<file path="config.mk">
export PLATFORM = sky130hd
export DESIGN_NAME = floor_request_ctrl
export DESIGN_NICKNAME = d
export VERILOG_FILES = /design/src/logic/floor_ctrl_pkg.sv /design/src/logic/request_queue_if.sv /design/src/logic/button_latch.sv /design/src/logic/dispatch_fsm.sv /design/src/logic/floor_request_ctrl.sv /design/src/logic/request_queue.sv
export SDC_FILE = /design/constraint.sdc
export NUM_CORES = 1
export LEC_CHECK = 0
export ABC_AREA = 1
export ABC_CLOCK_PERIOD_IN_PS = 2900
export BUFFER_PORTS_ARGS = -buffer_cell sky130_fd_sc_hd__buf_2
export CORE_ASPECT_RATIO = 1.1
export CORE_MARGIN = 2
export CORE_UTILIZATION = 58
export DETAILED_ROUTE_END_ITERATION = 6
export GPL_TIMING_DRIVEN = 0
export PLACE_DENSITY = 0.86
export RECOVER_POWER = 50
export REMOVE_ABC_BUFFERS = 1
export SKIP_CTS_REPAIR_TIMING = 1
export SKIP_LAST_GASP = 1
export SYNTH_ARGS = -nofsm -noshare
export SYNTH_HDL_FRONTEND = slang
export SYNTH_SLANG_ARGS = --single-unit
export TNS_END_PERCENT = 100
</file>
<file path="constraint.sdc">
create_clock -name clock -period 2.9 [get_ports clock]
set_clock_uncertainty 0.1 [all_clocks]
set_input_delay 0.725 -clock clock [delete_from_list [all_inputs] [get_ports clock]]
set_output_delay 0.725 -clock clock [all_outputs]
set_load 0.03 [all_outputs]
</file>
<file path="src/logic/floor_ctrl_pkg.sv">
// Floor controller definitions
package floor_ctrl_pkg;

    //////////////////////////////
    // Sizing
    //////////////////////////////

    // Floors served by the car, numbered 0 to NUM_FLOORS-1
    localparam int NUM_FLOORS  = 11;
    localparam int FLOOR_W     = 4;

    // One slot per floor, since a floor is queued at most once
    localparam int QUEUE_DEPTH = NUM_FLOORS;
    localparam int COUNT_W     = $clog2(QUEUE_DEPTH + 1);
    localparam int PTR_W       = $clog2(QUEUE_DEPTH);

    //////////////////////////////
    // Types
    //////////////////////////////

    typedef logic [FLOOR_W-1:0]    floor_t;
    typedef logic [NUM_FLOORS-1:0] floor_mask_t;

    // Dispatcher phases of the car handshake
    typedef enum logic [1:0] {
        IDLE,
        MOVING,
        RELEASE
    } dispatch_state_t;

endpackage

</file>
<file path="src/logic/request_queue_if.sv">
// Request queue interface
`timescale 1ns/1ps

interface request_queue_if import floor_ctrl_pkg::*; ();

    // Write side, one floor per pulse
    logic   push_valid;
    floor_t push_floor;

    // Read side
    logic   pop;
    floor_t head_floor;
    logic   empty;

    // Drops every pending request, wins over push and pop
    logic   flush;

    modport producer (
        output push_valid,
        output push_floor,
        input  flush
    );

    modport store (
        input  push_valid,
        input  push_floor,
        input  pop,
        input  flush,
        output head_floor,
        output empty
    );

    modport consumer (
        output pop,
        output flush,
        input  head_floor,
        input  empty
    );

endinterface

</file>
<file path="src/logic/button_latch.sv">
// Button lamp latch
`timescale 1ns/1ps

module button_latch import floor_ctrl_pkg::*; (
    input  logic        clock,
    input  logic        reset_n,
    input  floor_mask_t call_buttons,
    input  floor_mask_t panel_buttons,
    input  floor_t      current_floor,
    input  logic        serve_valid,
    input  floor_t      serve_floor,
    output floor_mask_t call_lights,
    output floor_mask_t panel_lights,
    request_queue_if.producer queue
);

    // Floors already handed to the queue or about to be
    floor_mask_t queued;

    floor_mask_t here_mask;
    floor_mask_t serve_mask;
    floor_mask_t pending;
    floor_mask_t grant;
    floor_t      grant_floor;

    //////////////////////////////
    // Masks
    //////////////////////////////

    // A press at the floor the car stands on is ignored
    assign here_mask  = floor_mask_t'(1) << current_floor;
    assign serve_mask = serve_valid ? (floor_mask_t'(1) << serve_floor) : '0;

    // Lit in either lamp set and not yet queued
    assign pending = (call_lights | panel_lights) & ~queued;

    // Lowest set bit wins
    assign grant = pending & (~pending + floor_mask_t'(1));

    always_comb begin
        grant_floor = '0;
        for (int i = 0; i < NUM_FLOORS; i++) begin
            if (grant[i]) begin
                grant_floor = floor_t'(i);
            end
        end
    end

    //////////////////////////////
    // Lamps and push register
    //////////////////////////////

    always_ff @(posedge clock or negedge reset_n) begin
        if (!reset_n) begin
            call_lights      <= '0;
            panel_lights     <= '0;
            queued           <= '0;
            queue.push_valid <= 1'b0;
            queue.push_floor <= '0;
        end else if (queue.flush) begin
            call_lights      <= '0;
            panel_lights     <= '0;
            queued           <= '0;
            queue.push_valid <= 1'b0;
        end else begin
            call_lights  <= (call_lights | (call_buttons & ~here_mask)) & ~serve_mask;
            panel_lights <= (panel_lights | (panel_buttons & ~here_mask)) & ~serve_mask;

            // Mark the granted floor now so the next cycle picks another one
            queued           <= (queued | grant) & ~serve_mask;
            queue.push_valid <= |pending;
            queue.push_floor <= grant_floor;
        end
    end

    // A floor reaches the queue only once until it is served or flushed
    assert property (@(posedge clock) disable iff (!reset_n)
        queue.push_valid |->
            ($past(queued) & (floor_mask_t'(1) << queue.push_floor)) == '0
    ) else $error("button_latch: push of a floor that was already queued");

endmodule

</file>
<file path="src/logic/dispatch_fsm.sv">
// Car dispatch state machine
`timescale 1ns/1ps

module dispatch_fsm import floor_ctrl_pkg::*; (
    input  logic   clock,
    input  logic   reset_n,
    input  logic   power_switch,
    input  logic   emergency_btn,
    input  logic   door_open_btn,
    input  logic   door_close_btn,
    input  floor_t current_floor,
    input  logic   move_ack,
    output logic   move_req,
    output logic   move_up,
    output floor_t move_target,
    output logic   serve_valid,
    output floor_t serve_floor,
    output logic   door_open_allowed,
    output logic   door_close_allowed,
    request_queue_if.consumer queue
);

    dispatch_state_t state;

    // No move in progress on either side of the handshake
    logic parked;

    //////////////////////////////
    // Combinational outputs
    //////////////////////////////

    assign queue.flush = !power_switch || emergency_btn;
    assign queue.pop   = (state == IDLE) && !queue.empty && !queue.flush;

    assign parked = (state != MOVING) && !move_ack;

    assign door_open_allowed  = door_open_btn && power_switch && parked;
    assign door_close_allowed = door_close_btn && power_switch && parked;

    //////////////////////////////
    // State machine
    //////////////////////////////

    always_ff @(posedge clock or negedge reset_n) begin
        if (!reset_n) begin
            state       <= IDLE;
            move_req    <= 1'b0;
            move_up     <= 1'b0;
            move_target <= '0;
            serve_valid <= 1'b0;
            serve_floor <= '0;
        end else begin
            serve_valid <= 1'b0;
            case (state)
                IDLE: begin
                    if (queue.pop) begin
                        if (queue.head_floor != current_floor) begin
                            // Direction fixed once for the whole trip
                            move_req    <= 1'b1;
                            move_target <= queue.head_floor;
                            move_up     <= (queue.head_floor > current_floor);
                            state       <= MOVING;
                        end else begin
                            // Already there, serve without moving
                            serve_valid <= 1'b1;
                            serve_floor <= queue.head_floor;
                        end
                    end
                end
                MOVING: begin
                    if (queue.flush) begin
                        move_req <= 1'b0;
                        state    <= RELEASE;
                    end else if (move_ack) begin
                        move_req    <= 1'b0;
                        serve_valid <= 1'b1;
                        serve_floor <= move_target;
                        state       <= RELEASE;
                    end
                end
                RELEASE: begin
                    // Car must drop its ack before the next trip
                    if (!move_ack) begin
                        state <= IDLE;
                    end
                end
                default: begin
                    state <= IDLE;
                end
            endcase
        end
    end

    // Target and direction hold for the full request phase
    assert property (@(posedge clock) disable iff (!reset_n)
        move_req && $past(move_req) |-> $stable(move_target) && $stable(move_up)
    ) else $error("dispatch_fsm: move target changed while move_req high");

endmodule

</file>
<file path="src/logic/floor_request_ctrl.sv">
// Floor request controller top
`timescale 1ns/1ps

module floor_request_ctrl import floor_ctrl_pkg::*; (
    input  logic        clock,
    input  logic        reset_n,
    input  floor_mask_t call_buttons,
    input  floor_mask_t panel_buttons,
    input  logic        door_open_btn,
    input  logic        door_close_btn,
    input  logic        emergency_btn,
    input  logic        power_switch,
    input  floor_t      current_floor,
    input  logic        move_ack,
    output logic        move_req,
    output floor_t      move_target,
    output logic        move_up,
    output floor_mask_t call_lights,
    output floor_mask_t panel_lights,
    output logic        door_open_allowed,
    output logic        door_close_allowed
);

    // Arrival path from dispatcher back to the lamps
    logic   serve_valid;
    floor_t serve_floor;

    request_queue_if queue_if ();

    button_latch button_latch_inst (
        .clock         (clock),
        .reset_n       (reset_n),
        .call_buttons  (call_buttons),
        .panel_buttons (panel_buttons),
        .current_floor (current_floor),
        .serve_valid   (serve_valid),
        .serve_floor   (serve_floor),
        .call_lights   (call_lights),
        .panel_lights  (panel_lights),
        .queue         (queue_if.producer)
    );

    request_queue request_queue_inst (
        .clock   (clock),
        .reset_n (reset_n),
        .queue   (queue_if.store)
    );

    dispatch_fsm dispatch_fsm_inst (
        .clock              (clock),
        .reset_n            (reset_n),
        .power_switch       (power_switch),
        .emergency_btn      (emergency_btn),
        .door_open_btn      (door_open_btn),
        .door_close_btn     (door_close_btn),
        .current_floor      (current_floor),
        .move_ack           (move_ack),
        .move_req           (move_req),
        .move_up            (move_up),
        .move_target        (move_target),
        .serve_valid        (serve_valid),
        .serve_floor        (serve_floor),
        .door_open_allowed  (door_open_allowed),
        .door_close_allowed (door_close_allowed),
        .queue              (queue_if.consumer)
    );

endmodule

</file>
<file path="src/logic/request_queue.sv">
// Floor request FIFO
`timescale 1ns/1ps

module request_queue import floor_ctrl_pkg::*; (
    input  logic clock,
    input  logic reset_n,
    request_queue_if.store queue
);

    floor_t             mem [QUEUE_DEPTH];
    logic [PTR_W-1:0]   rd_ptr;
    logic [PTR_W-1:0]   wr_ptr;
    logic [COUNT_W-1:0] count;

    logic do_push;
    logic do_pop;

    // Step a pointer around the circular buffer
    function automatic logic [PTR_W-1:0] next_ptr(input logic [PTR_W-1:0] ptr);
        if (ptr == PTR_W'(QUEUE_DEPTH - 1)) begin
            return '0;
        end
        return ptr + 1'b1;
    endfunction

    assign do_push = queue.push_valid && !queue.flush;
    assign do_pop  = queue.pop && !queue.flush;

    assign queue.empty      = (count == '0);
    assign queue.head_floor = mem[rd_ptr];

    //////////////////////////////
    // Storage
    //////////////////////////////

    always_ff @(posedge clock) begin
        if (do_push) begin
            mem[wr_ptr] <= queue.push_floor;
        end
    end

    //////////////////////////////
    // Pointers and occupancy
    //////////////////////////////

    always_ff @(posedge clock or negedge reset_n) begin
        if (!reset_n) begin
            rd_ptr <= '0;
            wr_ptr <= '0;
            count  <= '0;
        end else if (queue.flush) begin
            rd_ptr <= '0;
            wr_ptr <= '0;
            count  <= '0;
        end else begin
            if (do_push) begin
                wr_ptr <= next_ptr(wr_ptr);
            end
            if (do_pop) begin
                rd_ptr <= next_ptr(rd_ptr);
            end
            // Simultaneous push and pop leave the count alone
            case ({do_push, do_pop})
                2'b10:   count <= count + 1'b1;
                2'b01:   count <= count - 1'b1;
                default: count <= count;
            endcase
        end
    end

    // The dispatcher only pops what it can see
    assert property (@(posedge clock) disable iff (!reset_n)
        do_pop |-> count != '0
    ) else $error("request_queue: pop while empty");

    // Distinct floors never outnumber the slots
    assert property (@(posedge clock) disable iff (!reset_n)
        do_push |-> count != COUNT_W'(QUEUE_DEPTH)
    ) else $error("request_queue: push while full");

endmodule

</file>
[Yosys cells after proc, flatten, opt, wreduce, memory -nomap -nowiden]
Memory sizes are Yosys's and may differ from the RTL's.
Index checks and enable logic that the tools add are counted.
Cells by class
  order comparisons: 1
  bitwise operators: 15
  shift-type cells: 2
  mux-type cells: 54
  $mul: 0
  reduce and logical (&&, ||, !) cells: 25
  $add $sub $neg: 5
  divide/modulo/power cells: 0
  eq/ne operators: 15
Operators with widths (number)
  4-bit two-way mux: 22
  11-bit AND: 7
  11-bit two-way mux: 4
  11-bit inverter: 4
  11-bit OR: 4
  1-bit by 4-bit << shifter with 11-bit output, first input constant: 2
  1-bit two-way mux: 18
  4-bit one-hot mux with 2 select lines: 2
  4-bit by 1-bit adder with 4-bit output, second input constant: 3
  2-bit != test, second input constant: 6
  11-bit by 1-bit adder with 11-bit output, second input constant: 1
  11-bit OR reduction: 1
  2-bit two-way mux: 5
  1-bit logical AND: 9
  4-bit equality test, second input constant: 2
  4-bit AND reduction: 2
  2-bit one-hot mux with 3 select lines: 1
  2-bit nonzero test: 3
  5-bit AND reduction: 1
  2-bit by 1-bit equality test with 1-bit output, second input constant: 2
  2-bit equality test, second input constant: 2
  4-bit > comparator: 1
  1-bit logical NOT: 4
  4-bit logical NOT: 1
  9 further kinds: 10
Storage, ports and cells
  output and inout bits: 30
  logic and storage cells: 132
  memories: 1
  bits in latches: 0
  memory bits (read-only): 0
  flip-flop bits (word level): 63
  memory bits (writable): 44
  input port bits: 33
Memory list
  request_queue_inst.mem: words 11, bits a word 4, rd ports 1, clocked after memory_dff 0, wr ports 1, line request_queue.sv:10  | floor_t mem [QUEUE_DEPTH];

[Depth between registers and ports, before layout]
  word-level depth: 15
  mapped depth: 16
  gate-level depth less buffers: 15

[Modules after synthesis]
A second synthesis with hierarchy kept.
Second synthesis, totals
  cell total of the unflattened synthesis: 594
  area, all modules: 5165.0 sq um
Modules (own cells, without submodules)
  request_queue: times used 1, seq. area each 1621.6 sq um, area an instance 2519.9 sq um, cells an instance 245
  button_latch: times used 1, seq. area each 950.9 sq um, area an instance 1916.8 sq um, cells an instance 254
  dispatch_fsm: times used 1, seq. area each 325.3 sq um, area an instance 728.2 sq um, cells an instance 95

[Worst setup path after synthesis]
OpenSTA, ideal clock, no wires.
  path kind: flip-flop to flip-flop
  start point: register request_queue_inst.rd_ptr[0]
  end point: register dispatch_fsm_inst.serve_floor[0]
  setup slack: 696 ps
  required time: 2684 ps
  arrival time: 1988 ps
  stages on the path, launching flop included: 14
  library setup time: 116 ps
  period minus slack after synthesis: 2204 ps
  buffers on the path: 2
  cells stage by stage: dfrtp_1 > buf_4 > buf_2 > o211ai_1 > nand3_1 > nand3_1 > nand2_1 > ha_1 > nand3_1 > nor2_1 > a21oi_2 > nor2_1 > nand2_1 > nand2_1
On the way
  cells in the longest elaborated chain, start to end: 4
  elaborated cells on any way between the ends: 7
  those cells by class: eq/ne (2); mux (3); reduce/logical (1); memory (1)
RTL lines
  start, declared: line request_queue.sv:11  | logic [PTR_W-1:0] rd_ptr;
  start signal, assigned: line request_queue.sv:60  | rd_ptr <= next_ptr(rd_ptr);
  memory read 11 x 4 bit
  named net dispatch_fsm_inst.queue.head_floor[3]: line request_queue_if.sv:36  | input head_floor,
  4-bit != test: line dispatch_fsm.sv:57  | if (queue.head_floor != current_floor) begin
  2-bit != test (no source line)
  5-bit AND reduction (no source line)
  end signal, assigned: line dispatch_fsm.sv:66  | serve_floor <= queue.head_floor;
  end signal, assigned: line dispatch_fsm.sv:77  | serve_floor <= move_target;
  end, declared: line dispatch_fsm.sv:17  | output floor_t serve_floor,
The timed path passes the listed nets, and every way through them passes these cells. The select of a mux whose other input is x is not followed.
A chain may end at the register's enable or synchronous reset.

[Worst setup path in the final report]
  start point: input port power_switch
  end point: register request_queue_inst.count[3]
On the way
  cells in the longest elaborated chain, start to end: 8
  elaborated cells on any way between the ends: 11
  those cells by class: eq/ne (2); mux (2); reduce/logical (7)
RTL lines
  start, declared: line floor_request_ctrl.sv:12  | input logic power_switch,
  1-bit logical NOT (*): line dispatch_fsm.sv:32  | assign queue.flush = !power_switch || emergency_btn;
  1-bit logical OR (*): line dispatch_fsm.sv:32
  1-bit logical NOT: line dispatch_fsm.sv:33, request_queue.sv:26, request_queue.sv:27
  1-bit logical AND: line dispatch_fsm.sv:33  | assign queue.pop = (state == IDLE) && !queue.empty && !queue.flush;
  1-bit logical AND: line request_queue.sv:27  | assign do_pop = queue.pop && !queue.flush;
  2-bit by 1-bit equality test with 1-bit output or 2-bit equality test (tied branches): line request_queue.sv:63  | case ({do_push, do_pop})
  4-bit one-hot mux with 2 select lines: line request_queue.sv:63
  4-bit two-way mux: line request_queue.sv:51  | end else if (queue.flush) begin
  end signal, assigned: line request_queue.sv:64  | 2'b10: count <= count + 1'b1;
  end signal, assigned: line request_queue.sv:65  | 2'b01: count <= count - 1'b1;
  end signal, assigned: line request_queue.sv:66  | default: count <= count;
  end, declared: line request_queue.sv:13  | logic [COUNT_W-1:0] count;
Mark *: on every way between the ends. The rest lies on a longest branch, timed or not.

==> results.ini <==
[place]
dp.cells = 723
gp_congestion = 0.931
dp_hpwl_um = 8210
portBuffers = 62

[worst_setup_path]
cp.required_ps = 3050
startpoint = power_switch
crit_slowest_cell = nor2_4
path_class = primary input to flip-flop
rr_startpoint = request_queue_inst.rd_ptr[0]
r2r_slack_ps = 230
cp.arrival_ps = 2850
critPathLaunchType = primary input
critPathMaxFanout = 20
max_stage_delay_ps = 420
endpoint_kind = flip-flop
path_common_cell = nand2_1
path_cells = clkbuf_1, inv_1, nor2_4, nand2_1, nor2_4, ha_1, a21oi_1, nand2_1, nand2_1, nand2_1, xor2_1, nand2_1, o21ai_0

[route]
dr_total_vias = 4120
drcViolationCount = 0
avgRoutedWirePerCell_um = 15.1
firstDrtPassIters = 5
first_iter_violations = 235
via_per_inst = 5.58
antenna_left = 0
drt_wl_total_um = 11200

[job]
maxCapViolations = 1

[grt]
grt-ovfl-total = 0
grt_max_degree = 64
grt_pass1_vias = 3948
grt_usage_pct = 24.4
grt_pass1_wl_um = 18200
antenna_found_initial = 0

[layout]
fillCellCount = 646
multiInputGateArea_sq_um = 1850
layout.nets = 665
diodes = 0
area_growth_pct = 10.7
regArea_sq_um = 2900
drive_gt1_share_pct = 15.6
mostFrequentLayoutCells = nor2_1 (100), nand2_1 (89), inv_1 (67)
fin_cells = 739
layout_commonest_cell = nor2_1

[sta]
hold_violations = 0
fin_crit_ps = 2690
period_share_pct = 92.9
setup_viol = 0
maxSlewViolCount = 64
fmax_ghz = 0.371
max_slew_margin_pct = -3.15
setup_tns_ps = 0
worstMarginPinSlew_ps = 1550

[clock_tree]
root_buffer = clkbuf_8
cts_made_buffers = 9
clock_path_buffers = 2
tritoncts = yes
path_clk_slew_ps = 110
clock-sinks = 107
clock_latency_ps = 370
htreeDepth = 3

[pwr]
total_power_mw = 3.33
p_per_area_nw_per_um2 = 589
ir_worst_vdd_v = 0.000293
p_leak_nw = 2.67

[synthesis]
syn_inst = 563
yosysSeqAreaShare_pct = 56.8
synthesis.area_sq_um = 5100
synthFlopType = dfrtp_1
synth_cell_type_count = 40
synth_edf_count = 44
synth.avg_cell_area_sq_um = 9.06
ys_async_sr_fraction_pct = 58.9
ys_ff_latch = 107
synth_top_area_cell = dfrtp_1
yosys_warnings = 0
ys_top_cells_by_area = dfrtp_1 (31%), edfxtp_1 (26%), nor2_1 (7.4%), nand2_1 (6.5%), inv_1 (4.9%)
synth_top_area_share_pct = 30.9

[floorplanning]
die_h_um = 102
core_area_sq_um = 8450
start_util_pct = 60.4
dieArea_sq_um = 9560
rows = 35
pin_count = 63
die-width_um = 93.4

[status]
violations = max-capacitance violations, max-slew violations
outcome = complete, but fails checks

[min_path]
min_from = dispatch_fsm_inst.move_req
hp-class = flip-flop to flip-flop

-- layer usage --
metal,global-route usage (%),wire [um],up-vias
li1,-,-,1984
met1,32.5,4870,1954
met2,40.7,5510,163
met3,4.79,647,19
met4,8.14,151,0
met5,0,0,-
-- area by class of cell --
class / count / share of cell area (%)
multi-input combinational: 371 / 32.7
sequential: 107 / 51.4
inverter: 72 / 4.83
clock buffer: 9 / 2.19
clock inverter: 7 / 0.997
tap: 111 / 2.46
timing repair buffer: 62 / 5.47
-- critical path: cells and delay by family --
family | cells | cell delay [ps]
compound gates | 2 | 290
xor+xnor | 1 | 140
fa+ha+maj | 1 | 300
buf+inv | 2 | 190
simple gates | 7 | 1200
-- stage by stage --
stage / area [sq um] / worst slack [ps] / util, % / hold WS (ps)
after floorplan: 5010 / 393 / - / 329
final: 5650 / 205 / 66.8 / 403
after detailed placement: 5460 / -219 / 64.5 / 385
after global placement: 5460 / -156 / 64.5 / 372
after CTS: 5640 / -257 / 66.7 / 411
after global routing: 5650 / -19.3 / 66.8 / 442
-- cells by family after synthesis --
logic type	share of synthesized area, %
adders and majority gates	2.35
and+or+nand+nor	22.3
xor gates and xnor gates	0.687
AOI/OAI and AO/OA	10.6
DFF	56.8
buffers and inverters	7.21
-- registers in the layout, indices dropped and copies added, names as in the netlist --
signal and count:
dispatch_fsm_inst.serve_floor 4, request_queue_inst.count 4, dispatch_fsm_inst.move_up 1, request_queue_inst.mem 44, button_latch_inst.queued 11, button_latch_inst.panel_lights 11, dispatch_fsm_inst.serve_valid 1, dispatch_fsm_inst.state 2
dispatch_fsm_inst.move_target 4, request_queue_inst.wr_ptr 4, request_queue_inst.rd_ptr 4, button_latch_inst.call_lights 11, button_latch_inst.queue.push_valid 1, button_latch_inst.queue.push_floor 4, dispatch_fsm_inst.move_req 1
-- synth_stat cells (2+ instances only) --
master    instances
o21ai_0          37
nand2_2           2
inv_1            66
o211ai_1          9
nor3_1           15
nand4_1           5
nand2_1          89
buf_6             4
o21bai_1          3
a21oi_1          25
dfrtp_1          63
o22ai_1           4
inv_2             4
xnor2_1           2
o21ai_2           3
o21ai_1           4
ha_1              8
buf_2             4
buf_4             3
or2_2             2
nor2_1          101
clkbuf_1          2
edfxtp_1         44
nor2_4            4
nand3_1          40
xor2_1            2
a31oi_1           5
-- power by group --
group	internal [mW]	leakage (nW)	switching, mW
Clock	0.327	0.0963	0.538
Combinational	0.195	1.33	0.420
Sequential	1.71	1.24	0.139
-- final timing paths --
kind / cells past startpoint / end
worst min-delay path: 1 / dispatch_fsm_inst.move_req
max in group asynchronous: 1 / request_queue_inst.rd_ptr[0]
min in group asynchronous: 1 / button_latch_inst.panel_lights[0]
worst max register to register: 14 / dispatch_fsm_inst.serve_floor[0]
worst max-delay path: 13 / request_queue_inst.count[3]
worst min register to register: 1 / dispatch_fsm_inst.move_req
Power figures use the tool's default switching activity.
